## config.mk

```make
export PLATFORM = sky130hd
export DESIGN_NAME = window_buffer
export DESIGN_NICKNAME = d
export VERILOG_FILES = /design/src/hdl/conv_pkg.sv /design/src/hdl/window_buffer.sv
export SDC_FILE = /design/constraint.sdc
export NUM_CORES = 1
export LEC_CHECK = 0
export CORE_MARGIN = 8
export CORE_UTILIZATION = 64
export CTS_BUF_LIST = sky130_fd_sc_hd__clkbuf_16
export CTS_CLUSTER_SIZE = 10
export DETAILED_ROUTE_END_ITERATION = 10
export DONT_BUFFER_PORTS = 1
export PLACE_DENSITY = 0.8
export SLEW_MARGIN = 15
export SYNTH_ARGS = -nofsm -noshare
export SYNTH_HDL_FRONTEND = slang
export SYNTH_SLANG_ARGS = --single-unit
```

## constraint.sdc

```tcl
create_clock -name clk -period 10.7 [get_ports clk]
set_input_delay 0.535 -clock clk [delete_from_list [all_inputs] [get_ports clk]]
set_output_delay 0.535 -clock clk [all_outputs]
set_load 0.01 [all_outputs]
```

## src/hdl/conv_pkg.sv

```systemverilog
package conv_pkg;

  // image and kernel geometry
  localparam int IMG_W        = 16;
  localparam int IMG_H        = 8;
  localparam int KSIZE        = 5;
  localparam int N_TAPS       = KSIZE * KSIZE;
  localparam int PIX_PER_WORD = 4;
  localparam int ROW_WORDS    = IMG_W / PIX_PER_WORD;
  localparam int OUT_W        = IMG_W - KSIZE + 1;
  localparam int OUT_H        = IMG_H - KSIZE + 1;

  // datapath widths
  localparam int ADDR_W  = 8;
  localparam int WORD_W  = 32;
  localparam int PIX_W   = 8;
  localparam int COEF_W  = 16;
  localparam int ACC_W   = 32;
  localparam int RES_LSB = 8;

  // memory map
  localparam logic [ADDR_W-1:0] IMG_BASE = 8'h00;
  localparam logic [ADDR_W-1:0] W_BASE   = 8'h40;
  localparam logic [ADDR_W-1:0] B_BASE   = 8'h59;
  localparam logic [ADDR_W-1:0] O_BASE   = 8'h80;

  localparam int QUEUE_DEPTH = 8;

  // compute strobe register, three mac stages, queue entry
  localparam int DRAIN_WAIT = 5;

  typedef enum logic [2:0] {
    ST_IDLE,
    ST_LOAD,
    ST_PRIME,
    ST_FETCH,
    ST_COMPUTE,
    ST_DRAIN,
    ST_DONE
  } seq_state_t;

endpackage

```

## src/hdl/window_buffer.sv

```systemverilog
module window_buffer import conv_pkg::*; (
  input  logic                         clk,
  input  logic                         rst,
  input  logic                         fetch_we,
  input  logic [2:0]                   row_sel,
  input  logic                         half_sel,
  input  logic                         shift,
  input  logic [WORD_W-1:0]            mem_rdata,
  output logic [N_TAPS-1:0][PIX_W-1:0] window
);

  // two words per row, pixel 0 is the leftmost column
  logic [KSIZE-1:0][2*PIX_PER_WORD-1:0][PIX_W-1:0] pix;

  always_ff @(posedge clk or posedge rst) begin
    if (rst) begin
      pix <= '0;
    end else if (fetch_we) begin
      // low byte holds the leftmost pixel of the word
      for (int p = 0; p < PIX_PER_WORD; p++) begin
        pix[row_sel][half_sel * PIX_PER_WORD + p] <= mem_rdata[p * PIX_W +: PIX_W];
      end
    end else if (shift) begin
      for (int r = 0; r < KSIZE; r++) begin
        pix[r] <= pix[r] >> PIX_W;
      end
    end
  end

  always_comb begin
    for (int r = 0; r < KSIZE; r++) begin
      for (int c = 0; c < KSIZE; c++) begin
        window[r * KSIZE + c] = pix[r][c];
      end
    end
  end

endmodule
```

# --- Yosys cells after proc, flatten, opt, wreduce, memory -nomap -nowiden ---
# Index checks and enable logic that the tools add are counted.
word_totals:
  regBits: 320
  output_inout_bits: 200
  elab_cells: 81
op_classes:
  n_addsub: 3
  order_cmp: 10
  mux: 22
  n_reduce_logical: 6
op_table:
  columns: ["cell", "n"]
  rows:
  - ["$bwmux 320", 4]
  - ["$demux 64 s3", 4]
  - ["$mux 320", 2]
  - ["$mux 64", 3]
  - ["$demux 8 s3", 3]
  - ["$mux 40", 1]
  - ["$mux 8", 4]
  - ["$ge 4x1->1 const B", 3]
  - ["$lt 4x4->1 const B", 3]
  - ["$add 3x2->4 const B", 2]
  - ["$demux 8 s1", 1]
  - ["$lt 3x4->1 const B", 2]
  - ["$ge 3x1->1 const B", 2]
  - ["$logic_and 1x1->1", 5]
  - ["$add 3x1->4 const B", 1]
  - ["$reduce_bool 2->1", 1]

# --- Logic depth before layout (Yosys ltp) ---
depth:
  ltp_word: 11
  depth_mapped: 7
  depth_no_buf: 3

# --- Worst setup path before layout ---
# Ideal clock, no wire load.
synth_path:
  kind: "input to register"
  from: "in fetch_we"
  to: "reg pix, in the netlist window[0]"
  setup_time_ns: 0.126
  arrival_ns: 1.611
  required_time_ns: 10.574
  slack_ns: 8.963
  cell_stages: 6
  path_buffers: 3
  cell_sequence: "buf_2 nor3b_4 buf_4 a21oi_2 buf_2 a221o_1"
synth_via:
  elab_chain_cells: 1
  elab_cells_between_ends: 2
  classes_between: "mux: 1; reduce/logical: 1"
synth_rtl:
  columns: ["item", "line_no", "text"]
  rows:
  - ["start: declaration", "window_buffer.sv:4", "input logic fetch_we,"]
  - ["$mux 320 or $reduce_bool 2->1 (tied branches)", null, null]
  - ["end signal: indexed assignment", "window_buffer.sv:21", "pix[row_sel][half_sel * PIX_PER_WORD + p] <= mem_rdata[p * PIX_W +: PIX_W];"]
  - ["end signal: indexed assignment", "window_buffer.sv:25", "pix[r] <= pix[r] >> PIX_W;"]
  - ["end: declaration", "window_buffer.sv:13", "logic [KSIZE-1:0][2*PIX_PER_WORD-1:0][PIX_W-1:0] pix;"]
# Parallel ways exist; a longest one is shown, timed or not.
# A chain may end at the register's enable or synchronous reset.

# --- Worst setup path after layout ---
layout_path:
  from: "in shift"
  to: "reg pix, in the netlist window[101]"
layout_via:
  elab_chain_cells: 1
layout_rtl:
  columns: ["item", "line_no", "text"]
  rows:
  - ["start: declaration", "window_buffer.sv:7", "input logic shift,"]
  - ["$reduce_bool 2->1 (no source line)", null, null]
# Every way passes these cells.

==> metrics <==
Mapped Area=about 0.015 mm²; Total GRT Usage=30.9%; global-route wire length before repair=slightly below 70 mm; clk slew on worst S/H paths=about 0.05 ns; final wirelength=46.6 mm; post-route ant nets=0; total power=between 3 and 4 mW; Area Growth Syn to Fin=-3.18%; slew of the pin with the lowest slew margin=approximately 1.3 ns; largest net degree at the start of global routing=about 110; DRC viols=0; detailed placement HPWL=roughly 30 mm; RSZ-0062 raised after global routing=false; CTS tree=yes; critical path class=in -> reg; Peak VDD IR=0.118 mV; Vias=11317; flip-flop and latch count after synthesis=between 300 and 400; Final Hold Fails=8; net count after synthesis=1459; Starting Density=64.3%; pwr dens=between 200 and 250 mW/mm²; Synth area leaders=dfrtp_1 (52%), a221o_1 (18%), buf_4 (9.8%); grt ovf=0; port bufs=0; final slew viol count=0; Final nets=between 1000 and 1500; Avg Inst Size Synth=~11 µm²; normalized max-slew margin=15.4%; drt pass-1 iters=6; Clock Sinks=320; pre-CTS setup slack=7.12 ns; Setup TNS=0 ns; violated checks=negative hold slack; core area=~0.024 mm²; startpoint types=primary input; Tcrit/Tclk final=just under 30%; Data required, critical path=11.14 ns; fill cell count=1819; post-synthesis cell type count=26; Worst-Skew Late Latency=0.51 ns; status=finished with violations; width of the die=around 170 µm; leak pwr=7.18 nW; minimum clock period=3.16 ns; # hold bufs at CTS=0; cts repair resizes=0; DRT iter0 DRCs=1936; # Post-CTS Setup Buffers=0; die height=~170 µm; maximum clock rate=approximately 320 MHz; CTS max path bufs=3; vias in the first global route=a little over 10000; Max-Cap Viols=0; final clock skew=about 0.01 ns; post-synth top area cell=dfrtp_1; Num CTS Buffers=37; routability cong.=0.854; kind of end point of the critical path=flop; Hold Crit Class=in -> async; Critical Path AT=between 3 and 4 ns; hold slack=-0.0203 ns; Final setup violation count=0; I/O pin total=240; share of layout cells above drive strength 1=between 6 and 7%; register area share after synthesis=between 50% and 60%; Final WS setup=between 7 and 8 ns; Row Count=57; crit path max fanout=between 100 and 150; commonest non-fill, non-tap cells in the layout=dfrtp_1 (320), a221o_1 (280), and3_1 (159); initial antenna violation count=4; Yosys top cell area share=51.8%; routed wire length per instance=around 32 µm; htree depth=2; Via density=between 7 and 8; most common cell after layout, fill and taps aside=dfrtp_1; die area=roughly 0.029 mm²; Post-Syn Instances=approximately 1400; Root Driver=clkbuf_16; Yosys Warn Count=0
layout make-up:
cell class	instances	area [µm²]	share of cell area, %
tap	324	405	2.71
antenna	1	2.50	0.0167
sequential	320	8010	53.5
timing repair buffer	21	178	1.19
clock inverter	1	8.76	0.0585
clock buffer	39	976	6.52
multi-input combinational	758	5380	35.9
inverter	1	11.3	0.0752
metal layers:
| metal | vias up | global-route usage (%) | part of all wire [%] |
|---|---|---|---|
| met5 | - | 0 | 0.058 |
| met4 | 4 | 17.5 | 6.6 |
| met3 | 172 | 11.5 | 16 |
| met2 | 947 | 45.6 | 43 |
| met1 | 5611 | 39.0 | 34 |
| li1 | 4583 | - | - |
synth_stat cells:
library cell,instances
a21oi_2,10
nor2b_1,2
and3b_1,2
and3_1,159
nand2_1,41
nor2_4,2
or3b_1,1
buf_2,55
clkbuf_2,2
nor2b_2,1
clkbuf_1,72
o21ai_1,8
dfrtp_1,320
nor2_2,1
nand2b_1,2
inv_1,1
o21ai_0,32
nand3b_1,26
and2_1,2
nor3_1,1
nor3b_4,1
buf_1,9
buf_4,202
nor2_1,123
nand3_1,64
a221o_1,280
registers in the layout (all words and copies together) (netlist names):
register and count:
window 200, pix 120
final timing paths:
| path | from | end | slack (ns) | cells past startpoint |
|---|---|---|---|---|
| setup / recovery | shift | window[101] | 7.54 | 5 |
| hold / removal | rst | window[41] | -0.02 | 1 |
| setup reg to reg | window[197] | window[197] | 9.71 | 1 |
| hold reg to reg | pix[313] | pix[305] | 0.51 | 1 |
| max in group asynchronous | rst | pix[53] | 8.46 | 3 |
| min in group clk | mem_rdata[25] | pix[121] | 0.16 | 2 |
power breakdown:
part	switching, mW	internal (mW)	leakage (nW)	total, mW
combinational	0.145	0.165	2.42	0.310
sequential	0.307	1.40	4.28	1.71
clock	0.448	0.638	0.485	1.09
metrics by stage:
| step | cells | instance area, µm² | utilization (%) |
|---|---|---|---|
| 6_report | 1465 | 15000 | 62.3 |
| 3_3_place_gp | 1423 | 13900 | 58.0 |
| 3_5_place_dp | 1423 | 13900 | 58.0 |
| 4_1_cts | 1463 | 14900 | 62.1 |
| 5_1_grt | 1464 | 15000 | 62.3 |
| 2_1_floorplan | 1419 | 15500 | - |
cell families after synthesis:
logic type	after synthesis	share of synthesized area [%]
flops	320	51.8
simple gates	428	14.6
buf+inv	341	13.6
compound gates	330	20.0
critical path, stage by stage:
cell and delay, ns:
nor2b_4 0.84, buf_4 0.82, buf_4 0.96, and2_1 0.24
a221o_1 0.10
No activity file was read; power rests on OpenSTA's default activity.
