<file path="src/hdl/conv_pkg.sv">
package conv_pkg;

  // image and kernel geometry
  localparam int IMG_W        = 16;
  localparam int IMG_H        = 8;
  localparam int KSIZE        = 5;
  localparam int N_TAPS       = KSIZE * KSIZE;
  localparam int PIX_PER_WORD = 4;
  localparam int ROW_WORDS    = IMG_W / PIX_PER_WORD;
  localparam int OUT_W        = IMG_W - KSIZE + 1;
  localparam int OUT_H        = IMG_H - KSIZE + 1;

  // datapath widths
  localparam int ADDR_W  = 8;
  localparam int WORD_W  = 32;
  localparam int PIX_W   = 8;
  localparam int COEF_W  = 16;
  localparam int ACC_W   = 32;
  localparam int RES_LSB = 8;

  // memory map
  localparam logic [ADDR_W-1:0] IMG_BASE = 8'h00;
  localparam logic [ADDR_W-1:0] W_BASE   = 8'h40;
  localparam logic [ADDR_W-1:0] B_BASE   = 8'h59;
  localparam logic [ADDR_W-1:0] O_BASE   = 8'h80;

  localparam int QUEUE_DEPTH = 8;

  // compute strobe register, three mac stages, queue entry
  localparam int DRAIN_WAIT = 5;

  typedef enum logic [2:0] {
    ST_IDLE,
    ST_LOAD,
    ST_PRIME,
    ST_FETCH,
    ST_COMPUTE,
    ST_DRAIN,
    ST_DONE
  } seq_state_t;

endpackage

</file>
<file path="src/hdl/result_writer.sv">
module result_writer import conv_pkg::*; (
  input  logic              clk,
  input  logic              rst,
  input  logic              bias_we,
  input  logic [WORD_W-1:0] mem_rdata,
  input  logic              result_valid_0,
  input  logic              result_valid_1,
  input  logic [COEF_W-1:0] result_0,
  input  logic [COEF_W-1:0] result_1,
  input  logic              write_grant,
  input  logic              start,
  output logic              queue_empty,
  output logic [ADDR_W-1:0] wr_addr,
  output logic              mem_wen,
  output logic [WORD_W-1:0] mem_wdata
);

  logic [COEF_W-1:0]                bias_0;
  logic [COEF_W-1:0]                bias_1;
  logic [COEF_W-1:0]                sum_0;
  logic [COEF_W-1:0]                sum_1;
  logic [WORD_W-1:0]                queue [QUEUE_DEPTH];
  logic [$clog2(QUEUE_DEPTH)-1:0]   head;
  logic [$clog2(QUEUE_DEPTH)-1:0]   tail;
  logic [$clog2(QUEUE_DEPTH):0]     count;
  logic                             push;
  logic                             pop;

  always_ff @(posedge clk) begin
    if (bias_we) begin
      bias_0 <= mem_rdata[COEF_W-1:0];
      bias_1 <= mem_rdata[WORD_W-1:COEF_W];
    end
  end

  // wraps in 16 bits
  assign sum_0 = result_0 + bias_0;
  assign sum_1 = result_1 + bias_1;

  assign push        = result_valid_0 & result_valid_1;
  assign queue_empty = (count == '0);
  assign pop         = write_grant & ~queue_empty;

  assign mem_wen   = pop;
  assign mem_wdata = queue[head];

  // channel 0 goes to the upper half
  always_ff @(posedge clk) begin
    if (push) begin
      queue[tail] <= {sum_0, sum_1};
    end
  end

  always_ff @(posedge clk or posedge rst) begin
    if (rst) begin
      head  <= '0;
      tail  <= '0;
      count <= '0;
    end else begin
      if (push) begin
        tail <= tail + 1'b1;
      end
      if (pop) begin
        head <= head + 1'b1;
      end
      case ({push, pop})
        2'b10:   count <= count + 1'b1;
        2'b01:   count <= count - 1'b1;
        default: count <= count;
      endcase
    end
  end

  // every run writes from O_BASE again
  always_ff @(posedge clk or posedge rst) begin
    if (rst) begin
      wr_addr <= O_BASE;
    end else if (start) begin
      wr_addr <= O_BASE;
    end else if (pop) begin
      wr_addr <= wr_addr + 1'b1;
    end
  end

endmodule

</file>
<file path="config.mk">
export PLATFORM = sky130hd
export DESIGN_NAME = result_writer
export DESIGN_NICKNAME = d
export VERILOG_FILES = /design/src/hdl/conv_pkg.sv /design/src/hdl/result_writer.sv
export SDC_FILE = /design/constraint.sdc
export NUM_CORES = 1
export LEC_CHECK = 0
export BUFFER_PORTS_ARGS = -buffer_cell sky130_fd_sc_hd__buf_2
export CAP_MARGIN = 20
export CORE_MARGIN = 2
export CORE_UTILIZATION = 32
export DETAILED_ROUTE_END_ITERATION = 16
export SKIP_LAST_GASP = 1
export SLEW_MARGIN = 30
export SYNTH_ARGS = -nofsm -noshare
export SYNTH_HDL_FRONTEND = slang
export SYNTH_SLANG_ARGS = --single-unit
</file>
<file path="constraint.sdc">
create_clock -name clk -period 10.6 [get_ports clk]
set_clock_uncertainty 0.05 [all_clocks]
set_input_delay 1.06 -clock clk [delete_from_list [all_inputs] [get_ports clk]]
set_output_delay 1.06 -clock clk [all_outputs]
set_load 0.05 [all_outputs]
</file>
# Yosys cells after proc, flatten, opt, wreduce, memory -nomap -nowiden
# Memories as Yosys holds them, arrays and structs flattened.
# Index checks and enable logic that the tools add are counted.
totals:
  word_cells: 27
  mem_bits_ro: 0
  memories: 1
  mem_bits_rw: 256
  in_bits: 71
  latch_bits: 0
  output_inout_bits: 42
  regBits: 50
memory_table:
  columns: ["memory", "depth", "width", "rd", "rd_ports_with_merged_regs", "wr", "line_no", "text"]
  rows:
  - ["queue", 8, 32, 1, 0, 1, "result_writer.sv:22", "logic [WORD_W-1:0] queue [QUEUE_DEPTH];"]
classes:
  div: 0
  magnitude_cmp: 0
  muxes: 5
  n_mul: 0
  addsub: 7
  n_eq_ne: 2
  n_bitwise: 3
  reduce_logical: 3
  shift: 0
ops:
  columns: ["cell", "n"]
  rows:
  - ["adder 16 bit", 2]
  - ["two-way mux 8 bit", 2]
  - ["adder 8 x 1 -> 8 bit, second input constant", 1]
  - ["case mux 4 bit (2 select lines)", 1]
  - ["adder 3 x 1 -> 3 bit, second input constant", 2]
  - ["adder 4 x 1 -> 4 bit, second input constant", 1]
  - ["zero test 4 bit", 1]
  - ["nonzero test 2 bit", 2]
  - ["subtractor 4 x 1 -> 4 bit, second input constant", 1]
  - ["AND 1 bit", 2]
  - ["== test 2 x 1 -> 1 bit, second input constant", 1]
  - ["== test 2 bit, second input constant", 1]
  - ["two-way mux 1 bit", 2]
  - ["inverter 1 bit", 1]

# Logic depth before layout (Yosys ltp)
depth:
  word_depth: 5
  mapped_depth: 10
  ltp_nobuf: 9

# Worst setup path before layout
# No wires, ideal clock.
synth_path:
  path_kind: "input-to-reg"
  start: "input result_valid_0"
  end: "memory queue[0][0], enable pin"
  setup_ns: 0.501
  n_path_buf: 0
  arrival_ns: 4.290
  required_ns: 10.049
  path_stages: 2
  path_slack_ns: 5.758
  cell_sequence: "nand2_1 > nor4_1"
synth_between:
  elab_chain_len: 3
synth_rtl:
  columns: ["item", "line_no", "text"]
  rows:
  - ["from (decl)", "result_writer.sv:6", "input logic result_valid_0,"]
  - ["AND 1 bit", "result_writer.sv:40", "assign push = result_valid_0 & result_valid_1;"]
  - ["two-way mux 1 bit", "result_writer.sv:49", "if (push) begin"]
  - ["two-way mux 1 bit (not written as such)", "result_writer.sv:50", "queue[tail] <= {sum_0, sum_1};"]
  - ["to (decl)", "result_writer.sv:22", null]
# No other way between the ends.

# Worst setup path in the final report
layout_path:
  start: "register head[0]"
  end: "output mem_wdata[4]"
layout_between:
  elab_chain_len: 1
layout_rtl:
  columns: ["item", "line_no", "text"]
  rows:
  - ["from (decl)", "result_writer.sv:23", "logic [$clog2(QUEUE_DEPTH)-1:0] head;"]
  - ["from (signal assigned)", "result_writer.sv:64", "head <= head + 1'b1;"]
  - ["memory (8 x 32 bit)", null, null]
  - ["to (decl)", "result_writer.sv:15", "output logic [WORD_W-1:0] mem_wdata"]
# No other way between the ends.

==> results.json <==
{
  "min-delay-start": "count[3]$_DFFE_PP0P_",
  "htree_num_levels": 2,
  "critPathMaxFanout": 36,
  "r2r-start": "bias_0[0]$_DFFE_PP_",
  "p_leak_nw": 5.27,
  "intPower_mw": 2.76,
  "ctsResizeCount": 0,
  "antenna_found_initial": 0,
  "synth_top_family_by_area": "multiplexers",
  "yosysSeqAreaShare_pct": 71.3,
  "synth_xor_area_share_pct": 2.88,
  "ys_ff_latch": 306,
  "numPlacedInstances": 1292,
  "worstMarginPinSlew_ps": 881,
  "routed_wl_um": 26900,
  "overflow": 0,
  "first_global_vias": 6812,
  "synth.distinct_cells": 46,
  "crit_family": "buffers and inverters",
  "endpoint_kind": "output port",
  "ant_nets": 0,
  "timing_hold_violations_final": 0,
  "slowest_delay_ps": 850,
  "holdPathEnd": "count[3]$_DFFE_PP0P_",
  "drive_gt1_share_pct": 34.8,
  "synth_adder_area_share_pct": 4.00,
  "synth_simple_gate_area_share_pct": 2.78,
  "p_sw_share_pct": 33.4,
  "cts-hold-fix-buffers": 0,
  "status": "finished, final reports clean",
  "synthMuxAreaShare_pct": 14.4,
  "port_buffers": 112,
  "critPathLaunchType": "register",
  "crit_cells": 4,
  "synth_area_per_cell_um2": 19.3,
  "final_nets": 913,
  "cp_num_buf_inv": 2,
  "rsz0062_at_grt": "false",
  "core_area_um2": 39500,
  "clock_sinks": 306,
  "critPathRequiredTime_ps": 9490,
  "max_freq_ghz": 0.233,
  "timing.final.crit_period_ps": 4300,
  "power.total_mw": 4.15,
  "cts_root_buf": "clkbuf_16",
  "rows": 73,
  "syn_nets": 772,
  "postCtsSetupBuffers": 0,
  "dpl_cell_area_um2": 14100,
  "holdCritPathClass": "reg2reg",
  "area_growth_pct": 19.3,
  "cts.path.max_buffers": 3,
  "path_class": "reg2out",
  "p_switching_mw": 1.39,
  "totalNegativeSetupSlack_ps": 0,
  "rrSetupSlack_ps": 7720,
  "multiInputGateArea_um2": 3590,
  "die_area_um2": 41500,
  "slew_violations": 0,
  "ff2ff_path_depth": 8,
  "whs_path_depth": 1,
  "grt_max_degree": 67,
  "whs_ps": 435,
  "cp_slowest_cell": "dfrtp_4",
  "yosys_warnings": 0,
  "clk_latency_ps": 500,
  "fin_cells": 1354,
  "async_flop_share_pct": 5.88,
  "cts_tree": "done",
  "grt_pass1_wl_um": 40600,
  "synth.area.top_cells": "edfxtp_1 (68%), mux4_2 (11%), ha_1 (3.5%), dfrtp_1 (3.3%), mux2_2 (3.0%)",
  "vias_per_cell": 4.78,
  "nFillCells": 3617,
  "wl_per_cell_um": 19.8,
  "place.detailed.hpwl_um": 16400,
  "detail_route.first_pass.iterations": 4,
  "seqPwrFrac_pct": 39.0,
  "synth-edff-count": 288,
  "grt_usage_pct": 13.1,
  "r2r_end": "queue[7][28]$_DFFE_PP_",
  "die_y_um": 204,
  "start_util_pct": 32.3,
  "setup-violations-final": 0,
  "worst_ep_arrival_time_ps": 3190,
  "relSlewSlack_pct": 40.8,
  "synthesis.area_um2": 12800,
  "period_share_pct": 40.5,
  "combPwrFrac_pct": 31.7,
  "ff_latch_area_um2": 9110,
  "maxCapViolCount": 0,
  "ioPinCount": 113,
  "syn_inst": 662,
  "synth_ff_type": "edfxtp_1",
  "synth_top_area_cell": "edfxtp_1",
  "place.gp.congestion": 0.748,
  "via_count": 6469,
  "synth_compound_area_share_pct": 3.63,
  "post-route-drc-count": 0,
  "die_w_um": 204,
  "power_density_nw_per_um2": 273,
  "max-vdd-ir-drop_mv": 0.116,
  "drtIter0Drc": 386,
  "crit_chain": "buf_4, mux4_2, mux2_2, buf_2",
  "p_clk_share_pct": 29.3,
  "cts_buffers": 34,
  "cts.clk_slew.worst_paths_ps": 60,
  "synth_top_area_share_pct": 67.8,
  "finalInstanceArea_um2": 15200
}
sequential cells by signal, indices dropped and copies added, names as in the netlist:
register  count
bias_0       16
wr_addr       8
tail          3
count         4
bias_1       16
queue       256
head          3
metrics by stage:
stage	setup slack, ps	utilization (%)
2_1_floorplan	5760	-
3_3_place_gp	6730	35.5
3_5_place_dp	6720	35.5
4_1_cts	6170	38.5
5_1_grt	6050	38.5
6_report	6300	38.5
worst reg2reg max path: cells and delay by family (launching register included):
kind / cells / cell delay, ps
AO/OA/AOI/OAI: 4 / 870
flip-flops: 1 / 360
AND/OR/NAND/NOR: 1 / 200
XOR/XNOR: 1 / 470
adder cells (fa/ha/maj): 2 / 660
Yosys cell counts (6+ instances only):
cell,count
mux2_2,34
xor2_1,19
edfxtp_1,288
inv_1,10
clkbuf_1,8
a21oi_1,23
buf_2,9
o21ai_0,10
nand2_1,17
xnor2_1,23
dfrtp_1,17
nor3_1,6
nand3_1,6
mux4_2,64
ha_1,36
nor2_1,25
a21o_1,11
worst max path at each step:
stage | from | endpoint | slack, ps
finish | head[0]$_DFFE_PP0P_ | mem_wdata[4] | 6300
global route | head[0]$_DFFE_PP0P_ | mem_wdata[4] | 6050
CTS | head[0]$_DFFE_PP0P_ | mem_wdata[4] | 6170
detailed placement | head[0]$_DFFE_PP0P_ | mem_wdata[4] | 6720
global placement | head[0]$_DFFE_PP0P_ | mem_wdata[11] | 6730
floorplan | result_valid_0 | queue[0][0]$_DFFE_PP_ | 5760
cell type report:
class / instances / area share (%)
Antenna cell: 1 / 0.0164
Clock buffer: 46 / 6.37
Clock inverter: 15 / 1.33
Inverter: 10 / 0.246
Multi-Input combinational cell: 326 / 23.6
Sequential cell: 306 / 59.8
Tap cell: 525 / 4.31
Timing Repair Buffer: 125 / 4.35
cells in the final DEF, fill, tap and decap left out, drive strengths merged, types with 2 or more instances in the layout:
cell type and instances:
a221o 3, a21oi 23, clkinvlp 2, and3 2, nor3 6, o31ai 2
o21ai 12, nor2 25, ha 36, nand3 6, a31oi 4, bufinv 5
clkinv 7, clkbuf 46, fa 3, a21o 11, nand2 17, o21a 3
nor2b 4, xnor2 23, mux2 34, inv 11, mux2i 2, a211oi 2
buf 125, nor4 2, mux4 64, dfrtp 17, edfxtp 288, a21boi 2
nand2b 5, xor2 19, nand4 5
power groups by stage:
stage               sequential [mW]  combinational [mW]  clock (mW)
finish                         1.62                1.31        1.22
global placement               1.65                1.33           0
global route                   1.64                1.41        1.30
detailed placement             1.65                1.34           0
floorplan                      1.57                1.08           0
CTS                            1.63                1.35        1.25
layer usage:
layer	wire [um]	part of all wire (%)	track usage [%]	up-vias
met5	0	0	0	-
met4	448	1.7	3.31	0
met3	1320	4.9	2.65	31
met2	13100	49	21.7	140
met1	12000	45	17.6	3335
li1	-	-	-	2963
cells by family after synthesis:
group,after synthesis
DFF,306
xor gates and xnor gates,42
buffers and inverters,30
adders and majority gates,39
AOI/OAI and AO/OA,70
muxes,100
and+or+nand+nor,75
Power figures use the tool's default switching activity.
