`src/hdl/conv_pkg.sv`:
```
package conv_pkg;

  // image and kernel geometry
  localparam int IMG_W        = 16;
  localparam int IMG_H        = 8;
  localparam int KSIZE        = 5;
  localparam int N_TAPS       = KSIZE * KSIZE;
  localparam int PIX_PER_WORD = 4;
  localparam int ROW_WORDS    = IMG_W / PIX_PER_WORD;
  localparam int OUT_W        = IMG_W - KSIZE + 1;
  localparam int OUT_H        = IMG_H - KSIZE + 1;

  // datapath widths
  localparam int ADDR_W  = 8;
  localparam int WORD_W  = 32;
  localparam int PIX_W   = 8;
  localparam int COEF_W  = 16;
  localparam int ACC_W   = 32;
  localparam int RES_LSB = 8;

  // memory map
  localparam logic [ADDR_W-1:0] IMG_BASE = 8'h00;
  localparam logic [ADDR_W-1:0] W_BASE   = 8'h40;
  localparam logic [ADDR_W-1:0] B_BASE   = 8'h59;
  localparam logic [ADDR_W-1:0] O_BASE   = 8'h80;

  localparam int QUEUE_DEPTH = 8;

  // compute strobe register, three mac stages, queue entry
  localparam int DRAIN_WAIT = 5;

  typedef enum logic [2:0] {
    ST_IDLE,
    ST_LOAD,
    ST_PRIME,
    ST_FETCH,
    ST_COMPUTE,
    ST_DRAIN,
    ST_DONE
  } seq_state_t;

endpackage

```
`src/hdl/conv_sequencer.sv`:
```
module conv_sequencer import conv_pkg::*; (
  input  logic              clk,
  input  logic              rst,
  input  logic              start,
  input  logic              queue_empty,
  output logic [ADDR_W-1:0] rd_addr,
  output logic              write_grant,
  output logic              weight_we,
  output logic [4:0]        weight_idx,
  output logic              bias_we,
  output logic              fetch_we,
  output logic [2:0]        row_sel,
  output logic              half_sel,
  output logic              shift,
  output logic              compute,
  output logic              fin
);

  seq_state_t                     state;
  logic [4:0]                     cnt;
  logic [$clog2(OUT_H)-1:0]       row;
  logic [$clog2(ROW_WORDS)-1:0]   word;
  logic [$clog2(OUT_W)-1:0]       col;
  logic [ADDR_W-1:0]              img_row;
  logic                           last_col;
  logic                           last_row;
  logic                           drain_done;

  assign last_col   = (col == OUT_W - 1);
  assign last_row   = (row == OUT_H - 1);
  assign drain_done = (cnt == DRAIN_WAIT) && queue_empty;

  // port belongs to the writer outside of reads
  assign write_grant = (state == ST_COMPUTE) || (state == ST_DRAIN) || (state == ST_DONE);

  // image row read in this fetch cycle
  assign img_row = ADDR_W'(row) + ADDR_W'(cnt);

  always_comb begin
    case (state)
      ST_LOAD:  rd_addr = (cnt == N_TAPS) ? B_BASE : W_BASE + ADDR_W'(cnt);
      ST_PRIME: rd_addr = IMG_BASE + img_row * ADDR_W'(ROW_WORDS);
      ST_FETCH: rd_addr = IMG_BASE + img_row * ADDR_W'(ROW_WORDS) + ADDR_W'(word);
      default:  rd_addr = IMG_BASE;
    endcase
  end

  always_ff @(posedge clk or posedge rst) begin
    if (rst) begin
      state <= ST_IDLE;
      cnt   <= '0;
      row   <= '0;
      word  <= '0;
      col   <= '0;
    end else begin
      case (state)
        ST_IDLE: begin
          cnt <= '0;
          if (start) begin
            state <= ST_LOAD;
          end
        end
        ST_LOAD: begin
          if (cnt == N_TAPS) begin
            state <= ST_PRIME;
            cnt   <= '0;
            row   <= '0;
            col   <= '0;
          end else begin
            cnt <= cnt + 5'd1;
          end
        end
        ST_PRIME: begin
          if (cnt == KSIZE - 1) begin
            state <= ST_FETCH;
            cnt   <= '0;
            word  <= 1;
          end else begin
            cnt <= cnt + 5'd1;
          end
        end
        ST_FETCH: begin
          if (cnt == KSIZE - 1) begin
            state <= ST_COMPUTE;
            cnt   <= '0;
          end else begin
            cnt <= cnt + 5'd1;
          end
        end
        ST_COMPUTE: begin
          col <= col + 1'b1;
          cnt <= cnt + 5'd1;
          if (last_col) begin
            cnt <= '0;
            col <= '0;
            if (last_row) begin
              state <= ST_DRAIN;
            end else begin
              state <= ST_PRIME;
              row   <= row + 1'b1;
            end
          end else if (cnt == PIX_PER_WORD - 1) begin
            // half 1 has moved into half 0, refill half 1
            state <= ST_FETCH;
            cnt   <= '0;
            word  <= word + 1'b1;
          end
        end
        ST_DRAIN: begin
          // results still in the mac pipeline do not show in queue_empty
          if (cnt < DRAIN_WAIT) begin
            cnt <= cnt + 5'd1;
          end
          if (drain_done) begin
            state <= ST_DONE;
          end
        end
        default: begin
          state <= ST_IDLE;
        end
      endcase
    end
  end

  // strobes trail the state by one cycle, matching read latency
  always_ff @(posedge clk or posedge rst) begin
    if (rst) begin
      weight_we  <= 1'b0;
      weight_idx <= '0;
      bias_we    <= 1'b0;
      fetch_we   <= 1'b0;
      row_sel    <= '0;
      half_sel   <= 1'b0;
      shift      <= 1'b0;
      compute    <= 1'b0;
      fin        <= 1'b0;
    end else begin
      weight_we  <= (state == ST_LOAD) && (cnt < N_TAPS);
      weight_idx <= cnt;
      bias_we    <= (state == ST_LOAD) && (cnt == N_TAPS);
      fetch_we   <= (state == ST_PRIME) || (state == ST_FETCH);
      row_sel    <= cnt[2:0];
      half_sel   <= (state == ST_FETCH);
      shift      <= (state == ST_COMPUTE);
      compute    <= (state == ST_COMPUTE);
      fin        <= (state == ST_DRAIN) && drain_done;
    end
  end

endmodule

```
`config.mk`:
```
export PLATFORM = sky130hd
export DESIGN_NAME = conv_sequencer
export DESIGN_NICKNAME = d
export VERILOG_FILES = /design/src/hdl/conv_pkg.sv /design/src/hdl/conv_sequencer.sv
export SDC_FILE = /design/constraint.sdc
export NUM_CORES = 1
export LEC_CHECK = 0
export ABC_CLOCK_PERIOD_IN_PS = 2400
export BUFFER_PORTS_ARGS = -buffer_cell sky130_fd_sc_hd__buf_2
export CAP_MARGIN = 20
export CORE_UTILIZATION = 25
export CTS_CLUSTER_SIZE = 14
export DETAILED_ROUTE_END_ITERATION = 10
export GPL_TIMING_DRIVEN = 0
export PLACE_DENSITY = 0.43
export SYNTH_ARGS = -nofsm -noshare
export SYNTH_HDL_FRONTEND = slang
export SYNTH_SLANG_ARGS = --single-unit
export TNS_END_PERCENT = 5
```
`constraint.sdc`:
```
create_clock -name clk -period 2.4 [get_ports clk]
set_clock_uncertainty 0.2 [all_clocks]
set_input_delay 0.48 -clock clk [delete_from_list [all_inputs] [get_ports clk]]
set_output_delay 0.48 -clock clk [all_outputs]
set_load 0.005 [all_outputs]
```
[Word level (Yosys, flattened, before mapping)]
Cells that the tools add are included.
Operators by class
  add/subtract/negate cells: 7
  magnitude comparators: 2
  equal/unequal tests: 23
  mux-type cells: 28
  reductions and logical operators: 17
Operator list (count)
  5-bit 2-to-1 mux: 5
  5-bit one-hot mux with 5 select lines: 1
  3-bit 2-to-1 mux: 8
  8-bit one-hot mux with 3 select lines: 1
  3-bit one-hot mux with 6 select lines: 1
  2-bit inequality test, second input constant: 8
  2-bit 2-to-1 mux: 6
  5-bit by 3-bit == test with 1-bit output, second input constant: 2
  3-bit == test, second input constant: 3
  7-bit by 5-bit adder with 8-bit output, first input constant: 1
  8-bit by 2-bit adder with 8-bit output: 1
  4-bit 2-to-1 mux: 2
  8-bit 2-to-1 mux: 1
  2-bit one-hot mux with 2 select lines: 2
  4-bit one-hot mux with 2 select lines: 1
  4-bit AND reduction: 2
  2-bit by 5-bit adder with 6-bit output: 1
  3-bit by 2-bit == test with 1-bit output, second input constant: 2
  6-bit AND reduction: 1
  5-bit by 1-bit adder with 5-bit output, second input constant: 1
  5-bit by 2-bit == test with 1-bit output, second input constant: 1
  5-bit == test, second input constant: 1
  5-bit by 3-bit less-than comparator with 1-bit output, second input constant: 1
  5-bit less-than comparator, second input constant: 1
  other kinds (14): 23
Storage, ports and cells
  register bits after elaboration: 30
  input port bits: 4
  output and inout bits: 24

[Longest topological paths before layout]
  depth in word-level cells: 4
  mapped depth: 6

[Worst setup path after synthesis]
Ideal clock, no wire load.
  path kind: flip-flop to flip-flop
  from: register cnt[1]
  to: register state[0]
  setup time: 94 ps
  arrival time: 1948 ps
  path slack: 159 ps
  cell stages (with the launch flop): 6
  buffers on the path: 0
  cell sequence: dfrtp_1 -> ha_1 -> or4b_4 -> a32o_2 -> or2_4 -> a221oi_2
Between the ends
  word-level cells in the longest chain between the ends: 4
Ends and longest elaborated chain
  start, declared: line conv_sequencer.sv:20  | logic [4:0] cnt;
  start signal, assigned: line conv_sequencer.sv:70  | cnt <= cnt + 5'd1;
  start signal, assigned: line conv_sequencer.sv:79  | cnt <= cnt + 5'd1;
  start signal, assigned: line conv_sequencer.sv:87  | cnt <= cnt + 5'd1;
  5-bit by 3-bit == test with 1-bit output: line conv_sequencer.sv:31  | assign drain_done = (cnt == DRAIN_WAIT) && queue_empty;
  1-bit logical AND: line conv_sequencer.sv:31
  2-bit inequality test (no line)
  6-bit AND reduction (no line) (*)
  end signal, assigned: line conv_sequencer.sv:50  | state <= ST_IDLE;
  end signal, assigned: line conv_sequencer.sv:60  | state <= ST_LOAD;
  end signal, assigned: line conv_sequencer.sv:65  | state <= ST_PRIME;
  end, declared: line conv_sequencer.sv:19  | seq_state_t state;
Every way passes the cells marked *; elsewhere a longest branch is shown, timed or not.
A chain may end at the register's enable or synchronous reset.

[Worst setup path in the final report]
  from: register state[2]
  to: output port rd_addr[1]
Between the ends
  word-level cells in the longest chain between the ends: 2
Ends and longest elaborated chain
  3-bit by 2-bit == test with 1-bit output / 3-bit by 1-bit == test with 1-bit output (equally long branches): line conv_sequencer.sv:40  | case (state)
  8-bit one-hot mux with 3 select lines (*): line conv_sequencer.sv:40
  end, declared: line conv_sequencer.sv:6  | output logic [ADDR_W-1:0] rd_addr,
Marks and branches as above.

==> reports/qor.txt <==
cell taking the most area after synthesis = dfrtp_1
Layout Utilization = 0.327
final worst path period share = 1.05
Avg Vias per Cell = 5.04
chip height = 83 um
Crit Reg-Reg Endpoint = state[0]
syn_nets = 183
outcome = finished with violations
reg2reg start = cnt[0]
Max clock buf depth = 2
share of layout cells above drive strength 1 = 0.338
Max-Slew Margin vs Limit = 0.467
Num CTS Buffers = 3
PortBufs = 27
most common flop cell mapped by yosys = dfrtp_1
clk slew on worst S/H paths = 0.10 ns
#FFs+latches synth = 27
RSZ-0062 raised after global routing = true
fin area = 2080 sq um
Worst-Margin Slew = 0.792 ns
Hold Violations, Final = 0
grt ovf = 0
Synth area leaders = dfrtp_1, ha_1, nor3_1, a21oi_1, o21ai_0
sequential cell area fraction in the yosys report = 0.412
Critical-path top delay cell = or3b_2
met2 capacity usage during global routing = 0.203
largest net degree at the start of global routing = 28
Yosys warning total = 0
root buf cell = clkbuf_8
GRT Max-Usage Layer = met2
Max FO, Critical Path = 10
P&R area growth vs syn = 26.5%
Hold Path Class = in2async
worst setup margin = -0.126 ns
Die Width = 83 um
routability cong. = 0.780
WHS = 0.00424 ns
starting density of the core = 0.258
violated checks = setup timing
CP cell instances = clkbuf_4 > or3b_2 > o32ai_2 > buf_2
met1 usage = 0.184
worst-skew pair later-pin latency = 0.28 ns
maxcap violations = 0
DR vias = 1,430
synthesized area = 1640 sq um
CTS tree = done
most frequent cells in the layout = buf_2, dfrtp_1, nor3_1
Post-synth EDFFs = 0
PwrDens = 1060 nW/um^2
Worst EP required = 1.72 ns
cts-stage hold buffer count = 0
Synth Instances = 171
Post-layout nets = 220
WL/cell = 14.9 um
max incr delay on CP = 0.53 ns
synth unique cells = 52
vias in the first global route = 1,368
Post-synth ARST share = 1.00
WP data arrival = 1.85 ns
Final Max Slew Viols = 0
DP Area = 1870 sq um
CTS H-tree lvls = 1
1st-pass router iterations = 4
Remaining DRCs = 0
DIE AREA = 6890 sq um
I/O pins = 28
Sink Count = 27
Total GRT Usage = 0.130
total power = 2.20 mW
HPWL after DPL = 2990 um
Worst Reg-to-Reg Cells = 6
initial DRC count = 49
min Tclk post-route = 2.53 ns
GRT met3 Usage = 0.0258
Finish-stage setup viols = 4
antenna violations before repair = 0
Startpoint Class = flop
ANT cells = 0
Placement Setup Slack = -0.0981 ns
synthesized area per cell = 9.59 sq um
Post-Route WL = 4230 um
first-pass GRT wire length = 7230 um
# rows = 29
commonest non-fill, non-tap cell in the layout = buf_2
r2r setup slk = 0.02 ns
Core Region = 6350 sq um
post-route ant nets = 0
endpoint class of the critical path = primary output
peak supply drop = 0.363 mV
Leak = 0.977 nW
Critical path buffers and inverters = 2
max frequency = 0.396 GHz
top cell type's share of synthesized area = 0.412
CP Class = reg2out
cell family with most CP delay = simple AND/OR/NAND/NOR gates
[state kept, by name, summed over array words and instances (netlist names), 2 cells and up]
register and cells:
cnt 5, col 4, state 3, weight_idx 3, row 2, row_sel 2
word 2
[repair_timing]
action	CTS	global route
gates cloned	0	0
setup buffers	5	0
resized for setup	21	8
pin swaps	6	3
setup endpoints to repair	13	14
[Yosys cell counts, types with 2 or more instances]
cell,count
nand4_1,4
o31ai_1,2
buf_4,4
a31oi_1,3
dfrtp_1,27
mux2i_1,3
nor3_1,13
clkbuf_1,7
nor3b_1,2
ha_1,7
o311ai_0,2
o21ai_0,9
xnor2_1,2
nor2_1,8
and2_1,3
nand2_1,8
o21a_1,4
o32ai_1,2
o22ai_1,2
o2bb2ai_1,2
a21oi_1,10
nand4b_1,2
xor2_1,2
or3b_2,2
nand3_1,2
a21o_1,2
inv_1,11
a22o_1,2
[worst max-delay path by stage]
stage | slack (ns) | start | cells after the start | endpoint
3_5_place_dp | -0.1 | cnt[0] | 6 | rd_addr[6]
3_3_place_gp | -0.12 | cnt[0] | 6 | rd_addr[6]
2_1_floorplan | 0.16 | cnt[1] | 5 | state[0]
5_1_grt | -0.22 | cnt[0] | 6 | rd_addr[6]
4_1_cts | -0.14 | cnt[0] | 6 | rd_addr[4]
6_report | -0.13 | state[2] | 4 | rd_addr[1]
[power breakdown]
group	internal [mW]	switching [mW]	leakage, nW
sequential	0.590	0.107	0.354
clock	0.120	0.158	0.0228
combinational	0.548	0.681	0.600
[layer usage]
| layer | part of all wire | vias to the layer above |
|---|---|---|
| met5 | 0 | - |
| met4 | 0.013 | 0 |
| met3 | 0.032 | 7 |
| met2 | 0.46 | 31 |
| met1 | 0.49 | 691 |
| li1 | - | 701 |
[logic make-up (layout without fill, tap and decap cells)]
kind of cell	count (synthesis)	in the layout	share of synthesized area
xor+xnor	4	4	0.0214
mux	3	3	0.0183
simple gates	53	53	0.188
flops	27	27	0.412
compound gates	51	51	0.224
buf+inv	25	61	0.0717
fa+ha+maj	8	8	0.0656
[layout make-up]
| type | instances | area, sq um |
|---|---|---|
| clock buffers | 4 | 45.0 |
| fillers | 660 | 4270 |
| well taps | 77 | 96.3 |
| plain buffers | 13 | 78.8 |
| repair buffers | 33 | 208 |
| flip-flops and latches | 27 | 678 |
| inverters | 11 | 41.3 |
| multi-input cells | 119 | 928 |
[metrics by stage]
step / TNS [ns] / cells
after CTS: -0.480 / 283
after global placement: -0.669 / 275
after floorplan: 0 / 171
after detailed placement: -0.548 / 275
after global routing: -0.921 / 284
final: -0.341 / 284
Power figures use the tool's default switching activity.
